**src/source/ff_latch.sv**
```systemverilog
module ff_latch #(
  parameter int tap_limit = 6400000,  // 0.1 s at 64 MHz
  localparam int cnt_w    = $clog2(tap_limit + 1)
) (
  input  logic clk_sys,
  input  logic rst,
  input  logic ff_en,
  input  logic ff_key,
  output logic fast_forward
);

  logic             key;
  logic             key_prev;
  logic             tap_latch;
  logic [cnt_w-1:0] hold_cnt;
  logic             hold_long;

  assign key       = ff_en && ff_key;
  assign hold_long = (hold_cnt == cnt_w'(tap_limit));

  always_ff @(posedge clk_sys) begin
    if (rst || !ff_en) begin
      key_prev     <= 1'b0;
      tap_latch    <= 1'b0;
      hold_cnt     <= '0;
      fast_forward <= 1'b0;
    end else begin
      key_prev     <= key;
      fast_forward <= key || key_prev || tap_latch; // key_prev covers the release cycle

      if (key && !key_prev) begin
        hold_cnt <= '0;
      end else if (key && !hold_long) begin
        hold_cnt <= hold_cnt + 1'b1; // saturates at the limit
      end

      if (key && hold_long) begin
        tap_latch <= 1'b0;           // long hold, momentary only
      end else if (!key && key_prev && !hold_long) begin
        tap_latch <= !tap_latch;     // short tap
      end
    end
  end

endmodule

```
**config.mk**
```make
export PLATFORM = sky130hd
export DESIGN_NAME = ff_latch
export DESIGN_NICKNAME = d
export VERILOG_FILES = /design/src/source/ff_latch.sv
export SDC_FILE = /design/constraint.sdc
export NUM_CORES = 1
export LEC_CHECK = 0
export BUFFER_PORTS_ARGS = -buffer_cell sky130_fd_sc_hd__buf_2
export CORE_MARGIN = 4
export CORE_UTILIZATION = 50
export CTS_BUF_LIST = sky130_fd_sc_hd__clkbuf_8
export DETAILED_ROUTE_END_ITERATION = 8
export GPL_TIMING_DRIVEN = 0
export PLACE_DENSITY = 0.76
export RECOVER_POWER = 50
export SLEW_MARGIN = 5
export SYNTH_ARGS = -nofsm -noshare
export SYNTH_HDL_FRONTEND = slang
export SYNTH_SLANG_ARGS = --single-unit
export TNS_END_PERCENT = 20
```
**constraint.sdc**
```tcl
create_clock -name clk_sys -period 5.1 [get_ports clk_sys]
set_input_delay 0.255 -clock clk_sys [delete_from_list [all_inputs] [get_ports clk_sys]]
set_output_delay 0.255 -clock clk_sys [all_outputs]
set_load 0.05 [all_outputs]
```
==> reports/metrics.yaml <==
clkSlewWorstSetupHoldPaths_ps: 90
drv_cap: 0
final.setup.tns_ps: 0
ys_seq_elements: 26
cts_setup_buffers: 0
portBuffers: 3
overflow: 0
hpwlAfterDp_um: 2031
holdPathStages: 2
numClockSinks: 26
vdd_ir_drop_max_uv: 228.7
htree_levels: 1
critPathMaxFanout: 8
rows: 18
coreArea_um2: 2500
drt-total-wl_um: 2874
nets: 172
dr.pass1.iters: 4
hold_start: "rst"
globalplace.congestion: 0.8252
start_kind: "flip-flop"
io_pins: 5
rr_endpoint: "hold_cnt[18]$_SDFFE_PP0P_"
ys_warn_count: 0
finalCritPeriodShare_pct: 39.89
hold_viol_final: 0
maxSlewViolCount: 0
via_per_inst: 5.903
antenna_found_initial: 0
min_period_ps: 2034
vias: 1151
grt_pass1_wl_um: 4781
initial_core_util_pct: 53.00
max-clock-path-buffers: 2
hold_buffers: 0
clockRootBuffer: "clkbuf_8"
worstPathRequired_ps: 5300
cts_resized: 0
hold_class: "input pin to flip-flop"
drtIter0Drc: 74
layout-drive-gt1-share_pct: 6.061
area_growth_pct: 6.327
yosysSeqAreaShare_pct: 39.28
worst_pin_slew_ps: 603.0
reg2regPathDepth: 6
end_kind: "flip-flop"
worstReg2RegStart: "hold_cnt[1]$_SDFFE_PP0P_"
insertion_delay_ps: 270
cts_tree: "built"
fp.dieW_um: 59.48
grt_pass1_vias: 1059
p_leak_nw: 0.4251
gr-usage-all-layers_pct: 17.92
die_h_um: 59.48
routedWlPerCell_um: 14.74
syn-num-nets: 164
netSwitchingPower_mw: 0.07515
post-place-cells: 191
reg2reg_slack_ps: 3070
dieArea_um2: 3538
netSwitchingFraction_pct: 21.37
path_class: "flip-flop to flip-flop"
outcome: "finished, final reports clean"
max_freq_ghz: 0.4916
nFillCells: 244
clkPwrFrac_pct: 38.0
finalPower_mw: 0.3516
cts-buffers-inserted: 3
maxSlewHeadroom_pct: 59.97
drtAntennaViolNets: 0
p_int_mw: 0.2764
insertedDiodeCount: 0
pwr-share-seq_pct: 58.2
p_comb_share_pct: 3.8
cp_data_arrival_time_ps: 2240
final_cell_area_um2: 1409
drc: 0
synth_area_um2: 1325
pwr_density_cell_nw_per_um2: 249.6
min_to: "key_prev$_SDFF_PP0_"
hold_ws_ps: 138.2
instances_no_fill: 195
post_dp_cell_area_um2: 1378
finalSetupViolCount: 0
grt_max_degree: 15
ys_types: 31
skew_ps: 2.973
syn_avg_cell_area_um2: 8.386
rsz0062_at_grt: "false"
synth_cells: 158
==> worst max-delay path by stage <==
stage,start,depth (start not counted),slack [ps],end
after floorplan,hold_cnt[0]$_SDFFE_PP0P_,8,3440,hold_cnt[16]$_SDFFE_PP0P_
after global placement,hold_cnt[0]$_SDFFE_PP0P_,8,3170,hold_cnt[16]$_SDFFE_PP0P_
after detailed placement,hold_cnt[0]$_SDFFE_PP0P_,8,3110,hold_cnt[16]$_SDFFE_PP0P_
after CTS,hold_cnt[0]$_SDFFE_PP0P_,8,3070,hold_cnt[16]$_SDFFE_PP0P_
after global routing,hold_cnt[1]$_SDFFE_PP0P_,6,2840,hold_cnt[18]$_SDFFE_PP0P_
final,hold_cnt[1]$_SDFFE_PP0P_,6,3070,hold_cnt[18]$_SDFFE_PP0P_
==> cell type report <==
type / instances / area (um2) / share of cell area [%]
Inverter: 4 / 15.01 / 1.066
Sequential cell: 26 / 520.5 / 36.94
Clock buffer: 4 / 55.05 / 3.908
Multi-Input combinational cell: 121 / 733.2 / 52.04
Tap cell: 30 / 37.54 / 2.664
Timing Repair Buffer: 3 / 13.76 / 0.9769
Buffer: 7 / 33.78 / 2.398
==> metrics by stage <==
| stage | utilization (%) | worst slack, ps |
|---|---|---|
| after CTS | 57.31 | 3069 |
| after global placement | 55.11 | 3168 |
| after floorplan | - | 3441 |
| final | 56.36 | 3066 |
| after global routing | 56.36 | 2841 |
| after detailed placement | 55.11 | 3107 |
==> worst max-delay path, stage by stage, from the launching register on <==
cell and delay, ps:
dfxtp_1 420, ha_1 220, nand3_1 260, nor4_1 500, nand2_1 120, or3_1 320, a21oi_1 140
==> flip-flops by register name (all words and copies together), names as in the netlist <==
register	cells
fast_forward	1
hold_cnt	23
key_prev	1
tap_latch	1
==> logic make-up (layout without fill, tap and decap cells) <==
group | Yosys count | after routing | share of synthesized area, %
simple gates | 77 | 77 | 32.58
fa+ha+maj | 2 | 2 | 1.888
buf+inv | 11 | 18 | 3.777
flops | 26 | 26 | 39.28
xor+xnor | 18 | 18 | 11.90
compound gates | 24 | 24 | 10.58
==> power groups by stage <==
stage,Sequential [mW],Clock [mW],Combinational [mW]
after floorplan,0.211,0,0.00836
after global placement,0.209,0,0.0134
after detailed placement,0.209,0,0.0138
after CTS,0.205,0.136,0.0138
after global routing,0.205,0.146,0.0151
final,0.204,0.134,0.0135
==> synthesized netlist by cell type <==
library cell / count / share of area, %
clkbuf_1: 5 / 1.4
a21oi_1: 6 / 2.3
o21ai_0: 11 / 4.2
or3_1: 5 / 2.4
nor2_1: 22 / 6.2
nand2_1: 12 / 3.4
or4_1: 2 / 1.1
nand4_4: 1 / 1.6
nor4b_1: 1 / 0.66
a21o_1: 1 / 0.57
and3_1: 2 / 0.94
nand3_1: 7 / 2.6
o2111ai_1: 2 / 1.3
nand4_2: 2 / 1.9
nand2b_1: 1 / 0.47
o211ai_1: 4 / 2.3
nand3b_1: 1 / 0.57
nor4_2: 1 / 0.94
buf_2: 1 / 0.38
and2_1: 1 / 0.47
dfxtp_1: 26 / 39
xor2_1: 12 / 7.9
inv_1: 4 / 1.1
buf_6: 1 / 0.85
and4bb_2: 1 / 0.94
ha_1: 2 / 1.9
nand4_1: 4 / 1.9
nor4bb_1: 1 / 0.76
nor3_1: 5 / 1.9
nor4_1: 8 / 3.8
xnor2_1: 6 / 4.0
==> cells in the final DEF (no fill, tap or decap) <==
cell type	instances
a21o_1	1
a21oi_1	6
and2_0	1
and3_1	2
and4bb_2	1
buf_2	2
buf_6	1
clkbuf_1	7
clkbuf_8	4
dfxtp_1	26
ha_1	2
inv_1	4
nand2_1	12
nand2b_1	1
nand3_1	7
nand3b_1	1
nand4_1	5
nand4_2	2
nor2_1	22
nor3_1	5
nor4_1	9
nor4b_1	1
nor4bb_1	1
o2111ai_1	2
o211ai_1	4
o21ai_0	11
or3_1	5
or4_1	2
xnor2_1	6
xor2_1	12
==> per-layer routing <==
| layer | GRT usage (%) | share of wire (%) |
|---|---|---|
| met5 | 0 | 0 |
| met4 | 8.091 | 1.2 |
| met3 | 5.229 | 7.1 |
| met2 | 26.99 | 47 |
| met1 | 23.44 | 45 |
No activity file was read; power rests on OpenSTA's default activity.
