$ cat src/source/lynx_video_pkg.sv
package lynx_video_pkg;

  ////////////////////
  // pixel and color widths

  localparam int chan_w     = 4;          // one stored channel
  localparam int pix_w      = 3 * chan_w; // r, g, b nibbles, red on top
  localparam int out_chan_w = 8;          // one output channel
  localparam int rgb_w      = 3 * out_chan_w;

  ////////////////////
  // frame buffer

  localparam int bank_cnt = 3;

  // flicker blend setting, same field values as the runtime setting
  typedef enum logic [1:0] {
    blend_off   = 2'd0,   // current frame only
    blend_two   = 2'd1,   // current and previous frame
    blend_three = 2'd2    // all three banks
  } blend_mode_e;

  // frame buffer bank index
  typedef enum logic [1:0] {
    bank_0 = 2'd0,
    bank_1 = 2'd1,
    bank_2 = 2'd2
  } bank_sel_e;

endpackage

$ cat src/source/sync_shaper.sv
module sync_shaper
  import lynx_video_pkg::*;
(
  input  logic             clk_sys,
  input  logic             rst,
  input  logic             hbl,
  input  logic             vbl,
  input  logic             hs_raw,
  input  logic             vs_raw,
  input  logic [rgb_w-1:0] pix_rgb,
  output logic [rgb_w-1:0] video_rgb,
  output logic             video_de,
  output logic             video_hs,
  output logic             video_vs
);

  localparam int hs_lag = 7; // keeps hsync clear of the vsync edge

  logic       de;
  logic       hs_prev;
  logic       vs_prev;
  logic [2:0] hs_delay;

  assign de = !hbl && !vbl;

  always_ff @(posedge clk_sys) begin
    if (rst) begin
      video_rgb <= '0;
      video_de  <= 1'b0;
      video_hs  <= 1'b0;
      video_vs  <= 1'b0;
      hs_prev   <= 1'b0;
      vs_prev   <= 1'b0;
      hs_delay  <= '0;
    end else begin
      video_de  <= de;
      video_rgb <= de ? pix_rgb : '0;   // black outside active area
      video_vs  <= vs_raw && !vs_prev;  // single cycle on the rise
      video_hs  <= (hs_delay == 3'd1);
      hs_prev   <= hs_raw;
      vs_prev   <= vs_raw;

      // delayed hsync
      if (hs_raw && !hs_prev) begin
        hs_delay <= 3'(hs_lag - 1);
      end else if (hs_delay != '0) begin
        hs_delay <= hs_delay - 1'b1;
      end
    end
  end

endmodule
$ cat config.mk
export PLATFORM = sky130hd
export DESIGN_NAME = sync_shaper
export DESIGN_NICKNAME = d
export VERILOG_FILES = /design/src/source/lynx_video_pkg.sv /design/src/source/sync_shaper.sv
export SDC_FILE = /design/constraint.sdc
export NUM_CORES = 1
export LEC_CHECK = 0
export ABC_AREA = 1
export BUFFER_PORTS_ARGS = -buffer_cell sky130_fd_sc_hd__buf_4
export CORE_AREA = 2 2 55 57
export CTS_CLUSTER_DIAMETER = 40
export DETAILED_ROUTE_END_ITERATION = 7
export DIE_AREA = 0 0 57 59
export GPL_TIMING_DRIVEN = 1
export HOLD_SLACK_MARGIN = 0.08
export PLACE_DENSITY_LB_ADDON = 0.15
export SYNTH_ARGS = -nofsm -noshare
export SYNTH_HDL_FRONTEND = slang
export SYNTH_SLANG_ARGS = --single-unit
$ cat constraint.sdc
create_clock -name clk_sys -period 1 [get_ports clk_sys]
set_input_delay 0.15 -clock clk_sys [delete_from_list [all_inputs] [get_ports clk_sys]]
set_output_delay 0.15 -clock clk_sys [all_outputs]
set_load 0.005 [all_outputs]
==> impl_metrics.env, run 1 <==
export IMPL_outcome="complete, but fails checks"
export IMPL_violations="setup timing"
export IMPL_startpoint="hs_delay[1]"
export IMPL_hold_violations=0
export IMPL_relSlewSlack_pct=81.6
export IMPL_synth_adder_area_share_pct=2.48
export IMPL_worst_pin_slew_ns=0.276
export IMPL_vias=947
export IMPL_hold_class="primary input to register"
export IMPL_routedWlPerCell_microns=10.9
export IMPL_grt_max_degree=26
export IMPL_arrival_ns=1.26
export IMPL_rsz0062_at_grt="yes"
export IMPL_firstDrtPassIters=4
export IMPL_clk_pin_slew_worst_paths_ns=0.09
export IMPL_power_leakage_nw=1.00
export IMPL_finalCritPeriodShare_pct=104
export IMPL_ys_seq_area_share_pct=63.6
export IMPL_avgSynthCellArea_sq_um=8.84
export IMPL_endpoint="hs_delay[2]"
export IMPL_die_h_microns=59
export IMPL_powerDensity_nw_per_um2=1360
export IMPL_finalMaxSlewViolations=0
export IMPL_cts_htree_levels=2
export IMPL_dpl_hpwl_microns=1480
export IMPL_die_x_microns=57
export IMPL_synth_area_mux_share_pct=0
export IMPL_crit_path_end_kind="register"
export IMPL_synth_compound_area_share_pct=0.994
export IMPL_drive_gt1_share_pct=38.5
export IMPL_clock_latency_ns=0.32
export IMPL_vias_per_cell=4.01
export IMPL_clock_sinks=32
export IMPL_wl_microns=2580
export IMPL_synthXorXnorAreaFrac_pct=0.870
export IMPL_cp_max_fo=3
export IMPL_synthSimpleGateAreaFrac_pct=17.5
export IMPL_io_pins=57
export IMPL_clock_skew_ns=0.00176
export IMPL_coreArea_sq_um=2710
export IMPL_ys_seq_elements=32
export IMPL_grt_pass1_vias=989
export IMPL_area_growth_pct=81.0
export IMPL_synth_top_family_by_area="simple AND/OR/NAND/NOR gates"
export IMPL_r2r_start="hs_delay[1]"
export IMPL_dp_cells=202
export IMPL_antenna_found_initial=0
export IMPL_cts_tree="yes"
export IMPL_ys_warn_count=0
export IMPL_cts_buffers_inserted=5
export IMPL_vdd_ir_drop_worst_uv=1350
export IMPL_grtUsageTotal_pct=17.0
export IMPL_final_fill_count=229
export IMPL_final_cell_count_no_fill=236
export IMPL_max_freq_mhz=965
export IMPL_syn_area_sq_um=1010
export IMPL_rows=19
export IMPL_rr_endpoint="hs_delay[2]"
export IMPL_rr_worst_depth=7
export IMPL_r2r_slack_ns=-0.04
export IMPL_synth_cell_types=13
export IMPL_critical_path_class="register to register"
export IMPL_maxCapViolCount=0
export IMPL_setup_viol=2
export IMPL_syn_inst=114
export IMPL_finalCriticalPeriod_ns=1.04
export IMPL_gp_congestion=0.676
export IMPL_dr_first_iter_drc_count=16
export IMPL_pre_cts_ws_ns=-0.0874
export IMPL_worstSetupStartpointType="register"
export IMPL_antenna_cells=0
export IMPL_die_area_sq_um=3360
export IMPL_timing_final_ws_setup_ns=-0.0361
export IMPL_drc=0
export IMPL_overflow=0
export IMPL_fin_nets=237
export IMPL_clock_root_buffer="clkbuf_4"
export IMPL_syn_nets=146
export IMPL_clk_path_buf_depth=2
export IMPL_grt_pass1_wl_microns=4160
export IMPL_port_buffers=56
export IMPL_crit_required_ns=1.23
export IMPL_start_util_pct=37.2
export IMPL_antenna_left=0
area by class of cell:
| class | count | area [sq um] | area share [%] |
|---|---|---|---|
| Sequential cell | 32 | 644 | 35.3 |
| Tap cell | 31 | 38.8 | 2.13 |
| Timing Repair Buffer | 86 | 713 | 39.1 |
| Clock buffer | 6 | 41.3 | 2.26 |
| Multi-Input combinational cell | 47 | 256 | 14.1 |
| Clock inverter | 1 | 5.00 | 0.275 |
| Inverter | 33 | 124 | 6.79 |
kinds of logic (layout without fill, tap and decap cells):
group           count (synthesis)  count (layout)
buf+inv                        35             126
compound gates                  2               2
simple gates                   42              42
flops                          32              32
fa+ha+maj                       2               2
xor+xnor                        1               1
worst max-delay path: stages (launching register included):
cell,delay [ns]
dfxtp_2,0.34
nor2_4,0.15
inv_2,0.06
ha_4,0.15
o21ai_2,0.09
nand2_1,0.06
nand2_1,0.06
inv_1,0.03
registers in the layout (all words and copies together) (netlist names):
name,cells
video_de,1
video_vs,1
video_hs,1
hs_delay,3
hs_prev,1
vs_prev,1
video_rgb,24
metrics by stage:
| stage | hold WS (ns) | utilization [%] | power [W] | setup TNS [ns] | instance area [sq um] |
|---|---|---|---|---|---|
| after floorplan | 0.221 | - | 0.00153 | -0.0191 | 1010 |
| after global placement | 0.354 | 54.3 | 0.00170 | -0.0376 | 1470 |
| after detailed placement | 0.359 | 54.3 | 0.00172 | -0.208 | 1470 |
| after CTS | 0.0797 | 66.7 | 0.00250 | -0.0883 | 1810 |
| after global routing | 0.0960 | 67.3 | 0.00264 | -0.295 | 1820 |
| final | 0.0928 | 67.3 | 0.00248 | -0.0599 | 1820 |
power breakdown:
part	internal, W	total (W)	switching [W]
clock	0.000258	0.000651	0.000393
combinational	0.000282	0.000470	0.000189
sequential	0.00133	0.00136	0.0000296
total	0.00187	0.00248	0.000611
Yosys cell counts, drive strengths merged:
| library cell | number | area share, % |
|---|---|---|
| nand3 | 1 | 0.50 |
| xor2 | 1 | 0.87 |
| nor2 | 30 | 12 |
| nor3 | 2 | 0.99 |
| dfxtp | 32 | 64 |
| ha | 2 | 2.5 |
| buf | 2 | 2.2 |
| inv | 33 | 12 |
| o21ai | 2 | 0.99 |
| nand2 | 9 | 4.1 |
routing by layer:
layer / track usage (%) / up-vias / routed length, microns
met5: 0 / - / 0
met4: 7.97 / 0 / 42
met3: 7.42 / 5 / 236
met2: 33.5 / 41 / 1440
met1: 14.5 / 406 / 864
li1: - / 495 / -
what timing repair did:
action	in CTS	in global routing
setup endpoints to repair	3	3
endpoints found under the hold margin	28	0
setup buffers	0	0
hold buffers	27	0
gates resized for setup	5	6
pin swaps	3	2
placed cells by master, fill, tap and decap left out, drive strengths merged, types with 2 or more instances in the layout:
| cell | instances |
|---|---|
| buf | 59 |
| clkbuf | 6 |
| dfxtp | 32 |
| dlygate4sd3 | 27 |
| ha | 2 |
| inv | 33 |
| nand2 | 9 |
| nor2 | 30 |
| nor3 | 2 |
| o21ai | 2 |
worst min path at each step:
stage               from     endpoint  slack (ns)  cells after the start
global placement     rst      vs_prev        0.35                      2
global route         rst  hs_delay[2]         0.1                      4
detailed placement   rst      vs_prev        0.36                      2
floorplan            rst      hs_prev        0.22                      1
CTS                  rst  hs_delay[2]        0.08                      4
finish               rst  hs_delay[2]        0.09                      4
Note: power is estimated with default switching activity, not from simulation.
==> run 2: changes to the inputs <==
--- a/config.mk
+++ b/config.mk
@@ -17,3 +17,4 @@
 export SYNTH_ARGS = -nofsm -noshare
 export SYNTH_HDL_FRONTEND = slang
 export SYNTH_SLANG_ARGS = --single-unit
+export TNS_END_PERCENT = 30
==> impl_metrics.env, run 2 (synthesis results as in run 1) <==
export IMPL_outcome="complete, but fails checks"
export IMPL_violations="setup timing"
export IMPL_setup_viol=2
export IMPL_hold_class="primary input to register"
export IMPL_die_x_microns=57
export IMPL_largest_reg_flops=24
export IMPL_antenna_cells=0
export IMPL_maxCapViolCount=0
export IMPL_port_buffers=56
export IMPL_finalCriticalPeriod_ns=1.04
export IMPL_crit_path_end_kind="register"
export IMPL_fin_nets=237
export IMPL_crit_required_ns=1.23
export IMPL_relSlewSlack_pct=81.6
export IMPL_worstSetupStartpointType="register"
export IMPL_dr_first_iter_drc_count=15
export IMPL_reg_largest_list="video_rgb: 24 flops, hs_delay: 3 flops"
export IMPL_clk_pin_slew_worst_paths_ns=0.09
export IMPL_power_leakage_nw=1.00
export IMPL_cts_htree_levels=2
export IMPL_grtUsageTotal_pct=17.0
export IMPL_critical_path_class="register to register"
export IMPL_cts_buffers_inserted=5
export IMPL_powerDensity_nw_per_um2=1360
export IMPL_clock_sinks=32
export IMPL_drc=0
export IMPL_finalMaxSlewViolations=0
export IMPL_routedWlPerCell_microns=10.9
export IMPL_drive_gt1_share_pct=38.5
export IMPL_final_common_cell="buf_4"
export IMPL_hold_violations=0
export IMPL_postCtsSetupBuffers=0
export IMPL_firstDrtPassIters=4
export IMPL_finalCritPeriodShare_pct=104
export IMPL_die_h_microns=59
export IMPL_max_freq_mhz=965
export IMPL_rows=19
export IMPL_rsz0062_at_grt="yes"
export IMPL_vias=947
export IMPL_clock_skew_ns=0.00176
export IMPL_start_util_pct=37.2
export IMPL_cts_tree="yes"
export IMPL_finalPower_w=0.00248
export IMPL_antenna_left=0
export IMPL_gp_congestion=0.676
export IMPL_overflow=0
export IMPL_wl_microns=2580
export IMPL_grt_pass1_wl_microns=4160
export IMPL_final_cell_mix="buf_4, inv_1, dfxtp_1, dlygate4sd3_1, nor2_1"
export IMPL_grt_pass1_vias=989
export IMPL_die_area_sq_um=3360
export IMPL_vias_per_cell=4.01
export IMPL_io_pins=57
export IMPL_cp_max_fo=3
export IMPL_top_register="video_rgb"
export IMPL_coreArea_sq_um=2710
export IMPL_area_growth_pct=81.0
export IMPL_multi_input_area_sq_um=256
export IMPL_pre_cts_ws_ns=-0.0874
export IMPL_dpl_hpwl_microns=1480
export IMPL_regArea_sq_um=644
export IMPL_clock_root_buffer="clkbuf_4"
export IMPL_clock_latency_ns=0.32
export IMPL_clk_path_buf_depth=2
export IMPL_timing_final_ws_setup_ns=-0.0361
export IMPL_worst_pin_slew_ns=0.276
export IMPL_antenna_found_initial=0
export IMPL_grt_max_degree=26
export IMPL_vdd_ir_drop_worst_uv=1350
export IMPL_final_fill_count=229
export IMPL_arrival_ns=1.26
-- run 2: repair_timing --
item	in CTS	in global routing
gates cloned	0	0
pin swaps	3	2
hold buffers	27	0
resized for setup	5	6
endpoints found under the setup margin	3	3
hold endpoints to repair	28	0
-- run 2: final cells by class --
class / instances / share of cell area, %
Timing Repair Buffer: 86 / 39.1
Sequential cell: 32 / 35.3
Multi-Input combinational cell: 47 / 14.1
Inverter: 33 / 6.79
Clock buffer: 6 / 2.26
Tap cell: 31 / 2.13
Clock inverter: 1 / 0.275
-- run 2: final timing paths --
path | depth (start not counted) | slack [ns] | end | startpoint
setup / recovery | 7 | -0.04 | hs_delay[2] | hs_delay[1]
hold / removal | 4 | 0.09 | hs_delay[2] | rst
setup reg to reg | 7 | -0.04 | hs_delay[2] | hs_delay[1]
hold reg to reg | 1 | 0.40 | video_vs | vs_prev
-- run 2: report_power, final --
part / internal [W] / total (W) / leakage (nW) / switching, W
Combinational: 0.000282 / 0.000470 / 0.712 / 0.000189
Clock: 0.000258 / 0.000651 / 0.0281 / 0.000393
Sequential: 0.00133 / 0.00136 / 0.262 / 0.0000296
Total: 0.00187 / 0.00248 / 1.00 / 0.000611
-- run 2: stage by stage --
step	utilization (%)	hold WS (ns)	setup TNS, ns	area (sq um)	std cells
final	67.3	0.0928	-0.0599	1820	236
after global routing	67.3	0.0960	-0.295	1820	236
after CTS	66.7	0.0797	-0.0883	1810	236
after detailed placement	54.3	0.359	-0.208	1470	202
after global placement	54.3	0.354	-0.0376	1470	202
after floorplan	-	0.221	-0.0191	1010	114
-- run 2: worst max-delay path, stage by stage (launching register included) --
cell and delay (ns):
dfxtp_2 0.34, nor2_4 0.15, inv_2 0.06, ha_4 0.15, o21ai_2 0.09, nand2_1 0.06, nand2_1 0.06, inv_1 0.03
-- run 2: metal layers --
metal  vias to the layer above  GRT usage (%)  share of wire, %
met4                         0           7.97               1.6
li1                        495              -                 -
met1                       406           14.5                33
met2                        41           33.5                56
met5                         -              0                 0
met3                         5           7.42               9.1
