<file path="src/source/lynx_video_pkg.sv">
package lynx_video_pkg;

  ////////////////////
  // pixel and color widths

  localparam int chan_w     = 4;          // one stored channel
  localparam int pix_w      = 3 * chan_w; // r, g, b nibbles, red on top
  localparam int out_chan_w = 8;          // one output channel
  localparam int rgb_w      = 3 * out_chan_w;

  ////////////////////
  // frame buffer

  localparam int bank_cnt = 3;

  // flicker blend setting, same field values as the runtime setting
  typedef enum logic [1:0] {
    blend_off   = 2'd0,   // current frame only
    blend_two   = 2'd1,   // current and previous frame
    blend_three = 2'd2    // all three banks
  } blend_mode_e;

  // frame buffer bank index
  typedef enum logic [1:0] {
    bank_0 = 2'd0,
    bank_1 = 2'd1,
    bank_2 = 2'd2
  } bank_sel_e;

endpackage

</file>
<file path="src/source/flicker_blend.sv">
module flicker_blend
  import lynx_video_pkg::*;
(
  input  logic             clk_sys,
  input  logic             rst,
  input  logic             ce_pix,
  input  blend_mode_e      blend_mode,
  input  bank_sel_e        read_bank,
  input  bank_sel_e        last_bank,
  input  logic [pix_w-1:0] rgb_bank0,
  input  logic [pix_w-1:0] rgb_bank1,
  input  logic [pix_w-1:0] rgb_bank2,
  output logic [rgb_w-1:0] pix_rgb
);

  localparam int chan_cnt = pix_w / chan_w;

  logic [pix_w-1:0]                     cur_px;
  logic [pix_w-1:0]                     last_px;
  logic [chan_cnt-1:0][out_chan_w-1:0]  blend_rgb;

  function automatic logic [pix_w-1:0] pick_bank(bank_sel_e sel, logic [pix_w-1:0] b0,
                                                 logic [pix_w-1:0] b1, logic [pix_w-1:0] b2);
    logic [pix_w-1:0] px;
    case (sel)
      bank_0:  px = b0;
      bank_1:  px = b1;
      default: px = b2;
    endcase
    return px;
  endfunction

  assign cur_px  = pick_bank(read_bank, rgb_bank0, rgb_bank1, rgb_bank2);
  assign last_px = pick_bank(last_bank, rgb_bank0, rgb_bank1, rgb_bank2);

  for (genvar c = 0; c < chan_cnt; c++) begin : g_chan
    logic [chan_w-1:0]     cur_c;
    logic [chan_w-1:0]     last_c;
    logic [chan_w:0]       sum2;  // two frames, 5 bits
    logic [chan_w+1:0]     sum3;  // three frames, 6 bits
    logic [out_chan_w-1:0] ext3;
    logic [23:0]           mul3;

    assign cur_c  = cur_px[c*chan_w +: chan_w];
    assign last_c = last_px[c*chan_w +: chan_w];
    assign sum2   = {1'b0, cur_c} + {1'b0, last_c};
    assign sum3   = {2'b0, rgb_bank0[c*chan_w +: chan_w]}
                  + {2'b0, rgb_bank1[c*chan_w +: chan_w]}
                  + {2'b0, rgb_bank2[c*chan_w +: chan_w]};
    assign ext3   = {sum3, sum3[chan_w+1 -: 2]};
    assign mul3   = ext3 * 24'd21845; // x4/3 scale, then /16384 below

    assign blend_rgb[c] = (blend_mode == blend_off) ? {cur_c, cur_c} :
                          (blend_mode == blend_two) ? {sum2, sum2[chan_w -: 3]} :
                                                      mul3[14 +: out_chan_w];
  end

  always_ff @(posedge clk_sys) begin
    if (rst) begin
      pix_rgb <= '0;
    end else if (ce_pix) begin
      pix_rgb <= blend_rgb;
    end
  end

endmodule

</file>
<file path="config.mk">
export PLATFORM = sky130hd
export DESIGN_NAME = flicker_blend
export DESIGN_NICKNAME = d
export VERILOG_FILES = /design/src/source/lynx_video_pkg.sv /design/src/source/flicker_blend.sv
export SDC_FILE = /design/constraint.sdc
export NUM_CORES = 1
export LEC_CHECK = 0
export BUFFER_PORTS_ARGS = -buffer_cell sky130_fd_sc_hd__clkbuf_2
export CAP_MARGIN = 20
export CORE_AREA = 2 2 103 105
export CTS_CLUSTER_DIAMETER = 120
export CTS_CLUSTER_SIZE = 20
export DETAILED_ROUTE_END_ITERATION = 10
export DIE_AREA = 0 0 105 107
export PLACE_DENSITY = 0.88
export SLEW_MARGIN = 20
export SYNTH_ARGS = -nofsm -noshare
export SYNTH_HDL_FRONTEND = slang
export SYNTH_SLANG_ARGS = --single-unit
export TNS_END_PERCENT = 1
</file>
<file path="constraint.sdc">
create_clock -name clk_sys -period 7.1 [get_ports clk_sys]
set_clock_uncertainty 0.15 [all_clocks]
set_input_delay 0.71 -clock clk_sys [delete_from_list [all_inputs] [get_ports clk_sys]]
set_output_delay 0.71 -clock clk_sys [all_outputs]
set_load 0.005 [all_outputs]
</file>
==> results.ini, run 1 <==
[run_status]
outcome = finished, final reports clean

[critical_path]
crit_fanout = 8
required_ps = 7140
worstPathArrival_ps = 5840
crit_type = in2reg
endpoint_kind = flip-flop
cp-start-kind = primary input

[logic_synthesis]
yosys-top-cells-count = ha_1, nand2_1, a21oi_1, inv_1, nor2_1
synth-seq-cells = 24
yosys.cell_types.count = 58
synth_top_area_share_pct = 25.83
synth_area_per_cell_um2 = 8.390
yosys.cell_count.top_type = ha_1
netlist_instances = 710
syn_area_um2 = 5957
synthFlopType = dfxtp_1
synth_compound_area_share_pct = 21.55
synth_edf_count = 0
synthMuxAreaShare_pct = 5.209
synth_xor_xnor_area_share_pct = 6.343
synth_nets = 920
yosys.area_share.adder_pct = 39.95
synthArstFlopShare_pct = 0
synthTopCellsByArea = ha_1, fa_1, dfxtp_1
synthSimpleGateAreaFrac_pct = 13.30
synth_top_family_by_area = adder cells
yosys_warnings = 0
yosysTopAreaCell = ha_1
ys_seq_area_share_pct = 8.066

[layout]
syn_to_final_growth_pct = 7.562
n_antenna_cell = 0
largest_register_ffs = 24
reg.largest.list = pix_rgb x24
layout.nets = 975
layout-drive-gt1-share_pct = 10.73
regMostFlops = pix_rgb

[placement]
gp_congestion = 0.9093
dpl.hpwl_um = 12220
place.port_buffers = 68

[cts]
postCtsSetupBuffers = 0
clkSinkCount = 24
clk_pin_slew_worst_paths_ps = 100
cts_buffer_depth = 2
ctsHoldBuffers = 0
cts-htree-levels = 1
clk_latency_ps = 280
cts_tree = built
cts_resized = 0
cts_root_buf = clkbuf_8
cts_buffers = 3

[die]
die-width_um = 105
rows = 37
start_util_pct = 59.03
die_area_um2 = 11240
die_y_um = 107
fp.coreArea_um2 = 10090
ioPinCount = 69

[drt]
drt_iter0_markers = 369
viasPerCell = 5.978
post_drt_wl_per_cell_um = 15.91
ant_nets = 0
wl_um = 14320
drc = 0
route.vias.total = 5380
drtPass1Iterations = 5

[timing]
setup_viol = 0
worst_pin_slew_ps = 706.5
finalHoldViolCount = 0
fmax_mhz = 172.4
final.setup.tns_ps = 0
period_share_pct = 81.70
grt_setup_unrepaired = no
fin_crit_ps = 5801
slew_headroom_pct = 52.90
maxSlewViolCount = 0

[grt]
grt_max_degree = 40
use_met3_pct = 3.587
antenna_found_initial = 0
busiest_layer = met2
grt_pass1_vias = 5289
overflow = 0
grt_use_met2_pct = 44.94
grt_pass1_wl_um = 23690
grt_usage_pct = 25.48
gr-usage-met1_pct = 32.57

[min_path]
min_path_type = reg2reg

[flow_run]
cap_viol_max_count = 0

## metal layers
metal | wire length [um] | part of all wire (%)
met2 | 6983 | 49
met3 | 825 | 5.8
met5 | 0 | 0
met1 | 6147 | 43
met4 | 366 | 2.6
## cell type report
class	instances	area (um2)
Tap cell	136	170.2
Clock buffer	4	55.05
Inverter	58	217.7
Multi-Input combinational cell	610	5144
Sequential cell	24	480.5
Timing Repair Buffer	68	340.3
Fill cell	874	3685
## cell usage in the layout, fill, tap and decap left out, types with 17 or more instances in the layout
cell,instances
mux2i_1,31
xor2_1,21
o21ai_0,34
a21o_1,28
xnor2_1,19
fa_1,42
inv_1,58
o21ai_1,17
ha_1,123
clkbuf_2,68
a21oi_1,59
nor2_1,50
dfxtp_1,24
nand2_1,64
## kinds of logic (layout without fill, tap and decap cells)
kind of cell / after synthesis / after routing
multiplexers: 31 / 31
XOR/XNOR: 41 / 41
adder cells (fa/ha/maj): 165 / 165
AO/OA/AOI/OAI: 200 / 200
buffers and inverters: 76 / 130
AND/OR/NAND/NOR: 173 / 173
flip-flops: 24 / 24
## worst max-delay path, stage by stage
cell and delay, ps:
clkbuf_2 110, fa_1 530, ha_1 310, a21o_1 180, a21oi_1 300, xnor2_1 370
fa_1 550, fa_1 480, xnor2_1 150, ha_1 180, a21o_1 150, ha_1 370
a21oi_1 400, inv_1 80, a221o_1 340, o2111ai_1 280, a21oi_1 120, o31ai_1 220
## path summary, 6_finish.rpt
check | start | to | slack [ps] | cells past startpoint
min | pix_rgb[1]$_SDFFE_PP0P_ | pix_rgb[1]$_SDFFE_PP0P_ | 340 | 2
max reg2reg | pix_rgb[18]$_SDFFE_PP0P_ | pix_rgb[18]$_SDFFE_PP0P_ | 5980 | 4
max | rgb_bank0[6] | pix_rgb[15]$_SDFFE_PP0P_ | 1300 | 18
min reg2reg | pix_rgb[1]$_SDFFE_PP0P_ | pix_rgb[1]$_SDFFE_PP0P_ | 340 | 2
## stage by stage
stage | worst slack [ps] | cells | instance area, um2 | hold slack [ps] | utilization [%]
detailed placement | 989.3 | 896 | 6352 | 331.4 | 62.94
global placement | 1134 | 896 | 6352 | 320.2 | 62.94
floorplan | 1485 | 710 | 5957 | 318.6 | -
CTS | 1271 | 900 | 6407 | 345.6 | 63.49
global route | 952.4 | 900 | 6407 | 373.9 | 63.49
finish | 1299 | 900 | 6407 | 342.8 | 63.49
Power of run 1 is left out: the tool's default activity adds up to more than one toggle a clock period on the data nets, which glitch-free logic cannot reach.
==> run 2, diff against run 1 <==
--- a/config.mk
+++ b/config.mk
@@ -7,12 +7,12 @@
 export LEC_CHECK = 0
 export BUFFER_PORTS_ARGS = -buffer_cell sky130_fd_sc_hd__clkbuf_2
 export CAP_MARGIN = 20
-export CORE_AREA = 2 2 103 105
+export CORE_AREA = 2 2 107 109
 export CTS_CLUSTER_DIAMETER = 120
 export CTS_CLUSTER_SIZE = 20
 export DETAILED_ROUTE_END_ITERATION = 10
-export DIE_AREA = 0 0 105 107
-export PLACE_DENSITY = 0.88
+export DIE_AREA = 0 0 109 111
+export PLACE_DENSITY = 0.86
 export SLEW_MARGIN = 20
 export SYNTH_ARGS = -nofsm -noshare
 export SYNTH_HDL_FRONTEND = slang
==> constraint.sdc (replaced) <==
create_clock -name clk_sys -period 5.21 [get_ports clk_sys]
set_clock_uncertainty 0.15 [all_clocks]
set_input_delay 0.521 -clock clk_sys [delete_from_list [all_inputs] [get_ports clk_sys]]
set_output_delay 0.521 -clock clk_sys [all_outputs]
set_load 0.005 [all_outputs]
==> results.ini, run 2 (synthesized netlist as in run 1, its figures left out) <==
[critical_path]
path_cells = clkbuf_2, fa_1, ha_2, fa_2, ha_4, inv_2, fa_1, fa_1, inv_2, fa_1, ha_1, a21oi_1, nand2_1, buf_4, a31oi_2, o21ai_4, a31oi_1, xor2_1, o32ai_1
critPathMaxStageDelay_ps = 580  ; +30 ps
worst_path_max_delay_cell = fa_1
worstPathArrival_ps = 5320  ; -520 ps
required_ps = 5180  ; -1960 ps
crit_type = in2reg
endpoint_kind = flip-flop
crit_top_cell = fa_1
cp-start-kind = primary input
crit_fanout = 5  ; -3

[layout]
fin_area_um2 = 7697  ; +20%
final_common_cell = buf_4
final_cell_mix = buf_4, ha_1, clkbuf_2, nand2_1, inv_1
multiInputGateArea_um2 = 5498  ; +6.9%
largest_register_ffs = 24  ; unchanged
regMostFlops = pix_rgb
nFillCells = 741  ; -15%
n_antenna_cell = 0  ; unchanged
syn_to_final_growth_pct = 29.22
reg.largest.list = pix_rgb x24
layout.nets = 1094  ; +12%
finalNonFillerCells = 1026  ; +14%
seq_area_um2 = 480.5  ; unchanged
layout-drive-gt1-share_pct = 29.90  ; +19 points

[cts]
cts_tree = built
cts_root_buf = clkbuf_16
cts_buffers = 3  ; unchanged
clk_pin_slew_worst_paths_ps = 70  ; -30 ps
clkSinkCount = 24  ; unchanged
clk_latency_ps = 260  ; -20 ps
cts-htree-levels = 1  ; unchanged
cts_buffer_depth = 2  ; unchanged

[die]
die_y_um = 111  ; +3.7%
start_util_pct = 53.78  ; -5.2 points
die-width_um = 109  ; +3.8%
die_area_um2 = 12100  ; +7.7%
fp.coreArea_um2 = 11080  ; +9.8%
rows = 39  ; +5.4%
ioPinCount = 69  ; unchanged

[run_status]
outcome = finished, violations left
violations = negative setup slack

[grt]
grt_usage_pct = 29.29  ; +3.8 points
gr-usage-met1_pct = 34.80  ; +2.2 points
grt_max_degree = 40  ; unchanged
grt_pass1_wl_um = 28850  ; +22%
grt_pass1_vias = 6302  ; +19%
antenna_found_initial = 0  ; unchanged
busiest_layer = met2
use_met3_pct = 3.410  ; -0.18 points
grt_use_met2_pct = 52.17  ; +7.2 points
overflow = 0  ; unchanged

[drt]
drt_iter0_markers = 556  ; +51%
wl_um = 18260  ; +27%
route.vias.total = 6228  ; +16%
post_drt_wl_per_cell_um = 17.79  ; +12%
ant_nets = 0  ; unchanged
drtPass1Iterations = 5  ; unchanged
drc = 0  ; unchanged
viasPerCell = 6.070  ; +1.5%

[timing]
hold_slack_ps = 338.5  ; -4.338 ps
finalHoldViolCount = 0  ; unchanged
maxSlewViolCount = 0  ; unchanged
slew_headroom_pct = 51.86  ; -1.0 points
setup_viol = 13  ; +13
grt_setup_unrepaired = yes
period_share_pct = 102.6
final.setup.tns_ps = -832.9  ; -832.9 ps
fin_crit_ps = 5347
fin_ws_ps = -136.6  ; -1436 ps
worst_pin_slew_ps = 722.1  ; +15.67 ps
fmax_mhz = 187.0

[flow_run]
cap_viol_max_count = 0  ; unchanged

[placement]
place_area_um2 = 7253  ; +14%
place.port_buffers = 68  ; unchanged
dp.cells = 1015  ; +13%
dpl.hpwl_um = 14060  ; +15%
gp_congestion = 0.8957  ; -1.5%

[min_path]
min_path_type = reg2reg

## run 2: path summary, 6_finish.rpt
check | from | end | slack, ps | depth (start not counted)
setup / recovery | rgb_bank2[9] | pix_rgb[19]$_SDFFE_PP0P_ | -140 | 19
hold reg to reg | pix_rgb[17]$_SDFFE_PP0P_ | pix_rgb[17]$_SDFFE_PP0P_ | 340 | 2
setup reg to reg | pix_rgb[18]$_SDFFE_PP0P_ | pix_rgb[18]$_SDFFE_PP0P_ | 4060 | 4
hold / removal | pix_rgb[17]$_SDFFE_PP0P_ | pix_rgb[17]$_SDFFE_PP0P_ | 340 | 2
## run 2: final cells by class
type	count	share of cell area, %
inverters	58	2.828
multi-input cells	610	71.42
flip-flops and latches	24	6.242
repair buffers	187	16.03
clock buffers	4	1.154
well taps	143	2.324
## run 2: what timing repair did
item                       CTS  global route
hold buffers                 0             0
buffers inserted             5             2
resized for setup           25            33
pin swaps                   35            30
setup endpoints to repair   14            22
## run 2: worst max-delay path: cells and delay by family
kind	cells	cell delay (ps)
XOR/XNOR	1	150
AND/OR/NAND/NOR	1	120
buffers and inverters	4	380
AO/OA/AOI/OAI	5	810
adder cells (fa/ha/maj)	8	3340
## run 2: per-layer routing
layer	vias up	part of all wire, %
met4	0	4.9
met3	78	6.8
met1	2966	38
met2	289	50
li1	2895	-
met5	-	0
## run 2: stage by stage
stage	utilization, %	worst slack [ps]
2_1_floorplan	-	-25.07
3_3_place_gp	65.48	-321.4
3_5_place_dp	65.48	-482.3
4_1_cts	67.74	-85.68
5_1_grt	69.49	-298.1
6_report	69.49	-136.6
Power of run 2 is left out for the same reason.
