===== config.mk =====
export PLATFORM = sky130hd
export DESIGN_NAME = scan_timing
export DESIGN_NICKNAME = d
export VERILOG_FILES = /design/src/source/scan_timing.sv
export SDC_FILE = /design/constraint.sdc
export NUM_CORES = 1
export LEC_CHECK = 0
export BUFFER_PORTS_ARGS = -buffer_cell sky130_fd_sc_hd__buf_2
export CORE_ASPECT_RATIO = 0.5
export CORE_MARGIN = 4
export CORE_UTILIZATION = 40
export CTS_CLUSTER_SIZE = 12
export DETAILED_ROUTE_END_ITERATION = 6
export REMOVE_ABC_BUFFERS = 1
export SYNTH_ARGS = -nofsm -noshare
export SYNTH_HDL_FRONTEND = slang
export SYNTH_SLANG_ARGS = --single-unit

===== constraint.sdc =====
create_clock -name clk_sys -period 3 [get_ports clk_sys]
set_input_delay 0.9 -clock clk_sys [delete_from_list [all_inputs] [get_ports clk_sys]]
set_output_delay 0.9 -clock clk_sys [all_outputs]
set_load 0.005 [all_outputs]

===== src/source/scan_timing.sv =====
module scan_timing #(
  parameter int screen_w  = 160,
  parameter int screen_h  = 102,
  parameter int h_total   = 445,
  parameter int v_total   = 270,
  parameter int pix_div   = 9,
  parameter int v_start   = 120,
  parameter int hs_start  = 350,
  localparam int addr_w   = $clog2(screen_w * screen_h),
  localparam int line_w   = $clog2(v_total),
  localparam int x_w      = $clog2(h_total),
  localparam int div_w    = $clog2(pix_div + 1)
) (
  input  logic              clk_sys,
  input  logic              rst,
  output logic              ce_pix,
  output logic              hbl,
  output logic              vbl,
  output logic              hs_raw,
  output logic              vs_raw,
  output logic [addr_w-1:0] read_addr,
  output logic [line_w-1:0] line_y,
  output logic              frame_tick
);

  localparam int hs_len = 32; // pixels

  logic [div_w-1:0]  div;
  logic [x_w-1:0]    x;
  logic [line_w-1:0] y;
  logic              x_act;
  logic              y_act;
  logic              line_end;

  ////////////////////
  // pixel clock enable

  always_ff @(posedge clk_sys) begin
    if (rst) begin
      div <= '0;
    end else if (div == div_w'(pix_div - 1)) begin
      div <= '0;
    end else begin
      div <= div + 1'b1;
    end
  end

  assign ce_pix = (div == '0);

  ////////////////////
  // beam counters

  assign line_end   = (x == x_w'(h_total - 1));
  assign frame_tick = ce_pix && line_end && (y == line_w'(v_total - 1));

  always_ff @(posedge clk_sys) begin
    if (rst) begin
      x <= '0;
      y <= '0;
    end else if (ce_pix) begin
      if (line_end) begin
        x <= '0;
        y <= (y == line_w'(v_total - 1)) ? '0 : y + 1'b1;
      end else begin
        x <= x + 1'b1;
      end
    end
  end

  assign x_act = (x < screen_w);
  assign y_act = (y >= v_start) && (y < v_start + screen_h);

  // hbl drops for one cycle per active pixel, right after its strobe
  always_ff @(posedge clk_sys) begin
    if (rst) begin
      hbl <= 1'b1;
      vbl <= 1'b1;
    end else begin
      hbl <= !(ce_pix && x_act);
      vbl <= !y_act;
    end
  end

  // landscape read order, one address per active pixel
  always_ff @(posedge clk_sys) begin
    if (rst) begin
      read_addr <= '0;
    end else if (ce_pix) begin
      if (!y_act) begin
        read_addr <= '0;
      end else if (x_act) begin
        read_addr <= read_addr + 1'b1;
      end
    end
  end

  assign hs_raw = (x >= hs_start) && (x < hs_start + hs_len);
  assign vs_raw = (y >= 1) && (y <= 4);   // lines 1 to 4
  assign line_y = y;

endmodule


==> results of run 1 <==
cells in the final DEF (no fill, tap or decap), types with 7 or more instances in the layout:
master	n
o21ai_0	14
a21oi_1	15
xor2_1	10
dfxtp_1	38
nor3_1	10
nand4_1	16
ha_1	7
inv_1	13
nor2_1	25
nand2_1	24
nand3_1	16
buf_2	30
routing by layer:
layer | vias to the layer above | share of wire | global-route usage
met5 | - | 0 | 0
li1 | 967 | - | -
met4 | 0 | 0.0061 | 0.0378
met1 | 898 | 0.52 | 0.214
met3 | 4 | 0.039 | 0.0394
met2 | 28 | 0.43 | 0.259
through the flow:
step | area [um2] | utilization | setup WS [ns] | power (W) | hold WS [ns]
final | 2340 | 0.505 | 0.145 | 0.000971 | 0.483
after global routing | 2340 | 0.505 | 0.0348 | 0.00102 | 0.513
after CTS | 2340 | 0.504 | 0.00561 | 0.000984 | 0.486
after detailed placement | 2240 | 0.483 | 0.262 | 0.000613 | 0.477
after global placement | 2240 | 0.483 | 0.297 | 0.000612 | 0.464
after floorplan | 1980 | - | 0.206 | 0.000585 | 0.449
worst max-delay path, stage by stage (launching register included):
cell and delay [ns]:
dfxtp_1 0.33, inv_1 0.06, ha_2 0.19, or3b_1 0.38
or4_4 0.47, nor2_2 0.12, buf_2 0.11
where the power goes:
part,total (W),leakage (nW),switching [W],internal (W)
registers,0.000524,0.307,0.00000963,0.000515
clock network,0.000369,0.0482,0.000183,0.000186
logic,0.0000781,0.551,0.0000511,0.0000269
total,0.000971,0.907,0.000244,0.000727
repair_timing:
| item | 4_1_cts | 5_1_grt |
|---|---|---|
| buffers inserted | 0 | 0 |
| pin swaps | 0 | 1 |
| gates resized for setup | 1 | 2 |
| setup endpoints to repair | 1 | 1 |
sequential cells by signal, indices dropped and copies added, names as in the netlist:
name and cells:
read_addr 14, line_y 9, hbl 1, x 9, div 4, vbl 1
worst paths after layout:
kind         depth (start not counted)       from      endpoint  slack [ns]
min                                  1     div[0]        div[0]        0.48
max reg2reg                          5  line_y[3]  read_addr[3]        0.80
max                                  6     div[0]    frame_tick        0.15
min reg2reg                          1     div[0]        div[0]        0.48
cells by family after synthesis:
group / count (synthesis)
buffers and inverters: 24
AND/OR/NAND/NOR: 124
adder cells (fa/ha/maj): 8
AO/OA/AOI/OAI: 40
XOR/XNOR: 16
flip-flops: 38
multiplexers: 4
final cells by class:
cell class | instances | area (um2)
timing repair buffer | 34 | 180
multi-input combinational | 192 | 1170
sequential | 38 | 761
tap | 66 | 82.6
fill | 473 | 2300
clock buffer | 7 | 86.3
clock inverter | 1 | 5.00
inverter | 14 | 52.6
==> summary.txt, run 1 <==
GRT
  – Initial antenna violation count: 0
  – Grt total ovfl: 0
  – First-pass GRT wire length: 8.12 mm
  – All-layer global routing usage: 0.159
  – Number of global-route vias before repair: 1759
  – Largest net degree at the start of global routing: 20

Timing
  – Fmax: 350 MHz
  – Setup TNS: 0 ns
  – Clock Skew: 0.00669 ns
  – Endpoints failing hold: 0
  – Final period util: 0.952
  – Tmin final: 2.85 ns
  – Slew Viols, Final: 0
  – Final setup viols: 0
  – Slew headroom: 0.477
  – Slew @ Worst Pin: 0.774 ns
  – RSZ-0062 raised after global routing: false

Logic synthesis
  – Synth Area in Compound Gates: 0.114
  – Asr flop ratio synth: 0
  – Synth top area cells: dfxtp_1 (38%), ha_1 (4.9%), nand4_1 (4.9%)
  – Syn Area/Cell: 7.98 um2
  – Post-Synth XOR/XNOR Area: 0.0691
  – Sequential fraction of the synthesis area: 0.375
  – Dominant cell by count in the synthesized netlist: dfxtp_1
  – Synth Cell Area: 2030 um2
  – Most instantiated cells after synthesis: dfxtp_1 (38), nor2_1 (26), nand2_1 (24)
  – Yosys cell types: 42
  – Ys Warns: 0
  – Post-Synth Simple-Gate Area: 0.322
  – Largest area contributor in the synthesized netlist: dfxtp_1
  – Yosys reg bits: 38
  – Post-synth EDFFs: 0
  – Post-Synthesis Cells: 254
  – Ys flop type: dfxtp_1
  – Post-synthesis adder-cell area fraction: 0.0494
  – Post-synth top area share: 0.375
  – Mux cell area share after synthesis: 0.0198
  – Largest family of logic cells by synthesized area: simple AND/OR/NAND/NOR gates

Floorplan
  – Core region area: 4640 um2
  – Die area: 6340 um2
  – # IOs: 31
  – Die Span X: 109 um
  – Die H: 58.3 um
  – Cell row count: 17
  – Starting Density: 0.437

Critical path
  – CP endpoint kind: output pin
  – Crit path launch type: flip-flop
  – Critical Path RT: 2.10 ns
  – CP Class: flip-flop to output pin
  – Crit path arrival time: 1.95 ns
  – CP Max Fanout: 6

Route
  – Routed WL: 4.79 mm
  – Routed Antenna Nets: 0
  – DRC violations left: 0
  – Vias per inst: 5.39
  – DRT Pass-1 Iters: 4
  – DR WL/cell: 13.6 um
  – DRT iter0 DRCs: 59
  – Vias: 1897

Run
  – MaxCap Viol Count: 0

Clocking
  – CTS root buf: clkbuf_8
  – Cts-stage hold buffer count: 0
  – H-tree depth: 2
  – TritonCTS clock tree: built
  – Later-pin clock latency in the skew report: 0.29 ns
  – Clk buf depth: 2
  – Worst-path clk slew: 0.07 ns
  – Clock sink total: 38
  – TritonCTS buffer count: 5

Place
  – Final HPWL DP: 3.40 mm
  – Cells after DPL: 344
  – Gpl congestion: 0.761
  – Port Buffers: 30

Final layout
  – Area Overhead vs Synth: 15.5%
  – Layout Cells excl Fill: 352
  – Antenna Cells: 0
  – Final net count: 295
  – Layout cells sized above 1: 0.168

Min path
  – Hold Crit Class: flip-flop to flip-flop

Status
  – Status: complete, no violations

Pwr
  – Power density over the cells: 415 nW/um2
  – Leakage: 0.907 nW
  – Max VDD drop: 0.140 mV
Power figures use the tool's default switching activity.
==> inputs of run 2 (changes only) <==
Settings changed: CAP_MARGIN set to 0, CORE_UTILIZATION 40 to 35, CTS_CLUSTER_DIAMETER set to 60.
==> run 2 against run 1 <==
Compared with the run above:
- power is 17% higher
- via count is 0.58% higher
- cell count grew 2.6%
- count of clock-buffer cells in the layout did not move
- worst setup slack worse by 0.081 ns
- critical path type unchanged
- highest routed layer unchanged
==> summary.txt, run 2 (same netlist as run 1, synthesis figures left out) <==
Status
  – Status: complete, no violations

Min path
  – Hold Crit Class: flip-flop to flip-flop
  – WHS Path Cells: 1

Final layout
  – Area Overhead vs Synth: 20.1%
  – Antenna Cells: 0
  – Finished Core Util: 0.440
  – # fillers: 561
  – Cell area after layout: 2430 um2
  – Reg with most FFs: read_addr
  – Flip-flop count of the largest register after layout: 14
  – Commonest non-fill, non-tap cells in the layout: dfxtp_1 (37), buf_2 (30), nor2_1 (25)
  – Most common cell after layout, fill and taps aside: dfxtp_1
  – Final net count: 297
  – Layout cells sized above 1: 0.181

Clocking
  – Later-pin clock latency in the skew report: 0.28 ns
  – Worst-path clk slew: 0.05 ns
  – TritonCTS clock tree: built
  – TritonCTS buffer count: 5
  – CTS root buf: clkbuf_16
  – Cts-stage hold buffer count: 0
  – Clk buf depth: 2
  – H-tree depth: 2
  – Clock sink total: 38

Critical path
  – Critical Path Start: div[0]
  – CP Class: flip-flop to output pin
  – Largest delay contributor family on the critical path: simple AND/OR/NAND/NOR gates
  – CP Cell Sequence: inv_1 -> ha_4 -> or3b_4 -> or4_4 -> nor2_2 -> buf_2
  – Bufs and invs on worst path: 2
  – Critical Path RT: 2.10 ns
  – Depth of the most critical reg-to-reg path: 7
  – CP endpoint kind: output pin
  – RR Startpoint: div[0]
  – Crit path launch type: flip-flop
  – Crit. path cell count: 6
  – Worst reg-to-reg setup slack: 0.75 ns
  – Crit path arrival time: 2.04 ns
  – CP Capture Point: frame_tick
  – CP Max Fanout: 4
  – Critical R2R Capture: line_y[5]
  – CP max stage cell: or4_4
  – CP max stage delay: 0.56 ns

Floorplan
  – # IOs: 31
  – Cell row count: 19
  – Core region area: 5540 um2
  – Starting Density: 0.366
  – Die area: 7150 um2
  – Die Span X: 116 um
  – Die H: 61.8 um

GRT
  – Initial antenna violation count: 0
  – First-pass GRT wire length: 8.19 mm
  – Grt total ovfl: 0
  – Largest net degree at the start of global routing: 20
  – All-layer global routing usage: 0.143
  – Number of global-route vias before repair: 1786

Pwr
  – Max VDD drop: 0.237 mV
  – Logic pwr share: 0.073
  – Leakage: 0.943 nW
  – Psw: 0.000263 W
  – Sw Share: 0.231
  – Clock power frac: 0.466
  – Flop pwr share: 0.461
  – Total power: 0.00114 W
  – Cell-internal power: 0.000876 W
  – Power density over the cells: 468 nW/um2

Timing
  – Tmin final: 2.94 ns
  – Slew Viols, Final: 0
  – Endpoints failing hold: 0
  – Fmax: 341 MHz
  – Clock Skew: 0.00432 ns
  – Slew headroom: 0.532
  – Final setup viols: 0
  – Slew @ Worst Pin: 0.692 ns
  – Fin worst setup slack: 0.0641 ns
  – Setup TNS: 0 ns
  – Final period util: 0.979

Route
  – DRT iter0 DRCs: 93
  – DRT Pass-1 Iters: 4
  – DRC violations left: 0
  – Routed Antenna Nets: 0
  – Vias: 1908
  – DR WL/cell: 13.2 um
  – Vias per inst: 5.29
  – Routed WL: 4.76 mm

Run
  – MaxCap Viol Count: 0

Place
  – Cell Area, Placed: 2250 um2
  – Post-place setup slack: 0.277 ns
  – Final HPWL DP: 3.40 mm
  – Port Buffers: 30
  – Gpl congestion: 0.810
==> run 2: changes by cell type in the layout (fill, tap and decap cells not counted), sizes merged <==
cell  change
buf       +2
==> run 2: repair_timing <==
| item | 4_1_cts | 5_1_grt |
|---|---|---|
| buffers inserted | 0 | 2 |
| endpoints found under the setup margin | 1 | 1 |
| gates resized for setup | 1 | 5 |
| gates cloned | 0 | 0 |
| pin swaps | 0 | 1 |
==> run 2: final cells by class <==
cell class | instances | area, um2 | share of cell area
clock inverter | 1 | 5.00 | 0.00206
tap | 73 | 91.3 | 0.0375
timing repair buffer | 36 | 195 | 0.0802
clock buffer | 7 | 143 | 0.0586
multi-input combinational | 192 | 1190 | 0.487
sequential | 38 | 762 | 0.313
inverter | 14 | 52.6 | 0.0216
==> run 2: how the worst min path moves through the flow <==
| stage | startpoint | to | slack [ns] |
|---|---|---|---|
| 2_1_floorplan | div[0] | div[0] | 0.45 |
| 3_3_place_gp | div[0] | div[0] | 0.46 |
| 3_5_place_dp | div[0] | div[0] | 0.47 |
| 4_1_cts | div[0] | div[0] | 0.48 |
| 5_1_grt | div[0] | div[0] | 0.47 |
| 6_report | div[0] | div[0] | 0.43 |
==> run 2: power groups by stage <==
stage / Clock [W] / Combinational, W / Sequential, W
after CTS: 0.000547 / 0.0000778 / 0.000525
after detailed placement: 0 / 0.0000774 / 0.000536
after floorplan: 0 / 0.0000502 / 0.000534
after global routing: 0.000575 / 0.0000946 / 0.000527
final: 0.000531 / 0.0000835 / 0.000525
after global placement: 0 / 0.0000755 / 0.000535
==> run 2: layer usage <==
layer	wire, um	share of wire	global-route usage
met1	2360	0.50	0.189
met2	2190	0.46	0.240
met3	149	0.031	0.0261
met4	63	0.013	0.0529
met5	0	0	0
==> run 2: through the flow <==
step	cells	hold WS, ns
2_1_floorplan	244	0.449
3_3_place_gp	351	0.465
3_5_place_dp	351	0.469
4_1_cts	359	0.477
5_1_grt	361	0.469
6_report	361	0.433
==> inputs of run 3 (changes only) <==
Clock period 3 ns to 2.7 ns, I/O delays scaled along.
==> run 3 against run 2 <==
Compared with the run above:
- the flow now finishes with violations (setup timing)
- design area is 1.9% higher
- global-route usage is 0.12 points lower
- clock power is 24% higher
- power is 18% higher
- critical path type unchanged
- largest cell class unchanged
- sequential share of layout area is 0.53 points lower
==> summary.txt, run 3 (same netlist as run 1, synthesis figures left out) <==
Status
  – Status: complete, but fails checks
  – Failing checks: setup timing

Min path
  – Hold Crit Class: flip-flop to flip-flop

Clocking
  – Cts-stage hold buffer count: 0
  – Clk buf depth: 2
  – CTS root buf: clkbuf_16
  – Clock sink total: 38
  – Later-pin clock latency in the skew report: 0.28 ns
  – H-tree depth: 2
  – Worst-path clk slew: 0.05 ns
  – TritonCTS buffer count: 5
  – TritonCTS clock tree: built

Timing
  – Slew @ Worst Pin: 0.579 ns
  – Endpoints failing hold: 0
  – Tmin final: 2.73 ns
  – Min Hold Slack: 0.508 ns
  – RSZ-0062 raised after global routing: true
  – Slew Viols, Final: 0
  – Final setup viols: 1
  – Setup TNS: -0.0278 ns
  – Slew headroom: 0.612
  – Fmax: 367 MHz
  – Clock Skew: 0.00534 ns
  – Fin worst setup slack: -0.0278 ns
  – Final period util: 1.01

Pwr
  – Max VDD drop: 0.310 mV
  – Clock power frac: 0.489
  – Cell-internal power: 0.00105 W
  – Leakage: 0.968 nW
  – Psw: 0.000291 W
  – Sw Share: 0.217
  – Total power: 0.00134 W
  – Flop pwr share: 0.435
  – Logic pwr share: 0.075
  – Power density over the cells: 540 nW/um2

Place
  – Cells after DPL: 354
  – Post-place setup slack: 0.163 ns
  – Gpl congestion: 0.802
  – Final HPWL DP: 3.40 mm
  – Port Buffers: 30

Route
  – Vias per inst: 5.31
  – DR WL/cell: 13.5 um
  – Routed WL: 4.93 mm
  – Vias: 1939
  – DRC violations left: 0
  – Routed Antenna Nets: 0
  – DRT iter0 DRCs: 92
  – DRT Pass-1 Iters: 4

Critical path
  – Crit path launch type: flip-flop
  – Critical Path RT: 1.89 ns
  – CP max stage delay: 0.52 ns
  – CP Cell Sequence: inv_2 -> ha_4 -> or3b_4 -> or4_4 -> nor2_2 -> buf_2
  – Largest delay contributor family on the critical path: simple AND/OR/NAND/NOR gates
  – Worst reg-to-reg setup slack: 0.53 ns
  – Crit path arrival time: 1.92 ns
  – Bufs and invs on worst path: 2
  – CP Class: flip-flop to output pin
  – CP Max Fanout: 2
  – CP endpoint kind: output pin
  – CP max stage cell: or4_4

Final layout
  – Area Overhead vs Synth: 22.4%
  – Reg with most FFs: read_addr
  – Most common cell after layout, fill and taps aside: dfxtp_1
  – Antenna Cells: 0
  – Flip-flop count of the largest register after layout: 14
  – Layout cells sized above 1: 0.199
  – Layout Cells excl Fill: 365
  – Final net count: 301
  – FF/Latch Area: 763 um2
  – Commonest non-fill, non-tap cells in the layout: dfxtp_1 (36), buf_2 (30), nor2_1 (25)
  – Multi-input gate area: 1190 um2
  – # fillers: 553

GRT
  – Initial antenna violation count: 0
  – All-layer global routing usage: 0.142
  – Number of global-route vias before repair: 1777
  – Largest net degree at the start of global routing: 20
  – Grt total ovfl: 0
  – First-pass GRT wire length: 8.14 mm

Floorplan
  – Cell row count: 19
  – Die area: 7150 um2
  – Die H: 61.8 um
  – # IOs: 31
  – Die Span X: 116 um
  – Starting Density: 0.366
  – Core region area: 5540 um2

Run
  – MaxCap Viol Count: 0
[run 3: final timing paths]
path	start	endpoint	cells past startpoint
hold reg to reg	x[1]	x[1]	2
setup reg to reg	div[1]	line_y[5]	8
setup / recovery	div[1]	frame_tick	6
hold / removal	x[1]	x[1]	2
[run 3: power groups by stage]
stage,sequential [W],clock [W],combinational (W)
after floorplan,0.000594,0,0.0000558
after global placement,0.000595,0,0.0000834
after detailed placement,0.000596,0,0.0000855
after CTS,0.000583,0.000673,0.0000988
after global routing,0.000584,0.000701,0.000113
final,0.000583,0.000656,0.000101
[run 3: area by class of cell]
class	count	share of cell area
multi-input combinational	192	0.478
inverter	14	0.0212
clock inverter	1	0.0121
clock buffer	7	0.0535
sequential	38	0.308
tap	73	0.0368
timing repair buffer	40	0.0908
[run 3: repair_timing]
action | 4_1_cts | 5_1_grt
hold endpoints to repair | 0 | 0
pin swaps | 3 | 3
resized for setup | 9 | 0
setup buffers | 3 | 0
endpoints found under the setup margin | 1 | 1
[run 3: metal layers]
| layer | track usage | vias to the layer above | part of all wire |
|---|---|---|---|
| met5 | 0 | - | 0 |
| met4 | 0.0430 | 0 | 0.0085 |
| met3 | 0.0319 | 4 | 0.040 |
| met2 | 0.247 | 49 | 0.47 |
| met1 | 0.181 | 900 | 0.48 |
| li1 | - | 986 | - |
[run 3: stage by stage]
step | area, um2 | utilization
after floorplan | 1980 | -
after global placement | 2270 | 0.410
after detailed placement | 2270 | 0.410
after CTS | 2480 | 0.448
after global routing | 2480 | 0.448
final | 2480 | 0.448
[run 3: worst min-delay path: stages (launching register included)]
cell	delay [ns]
dfxtp_1	0.33
nand2_1	0.06
a21oi_1	0.06
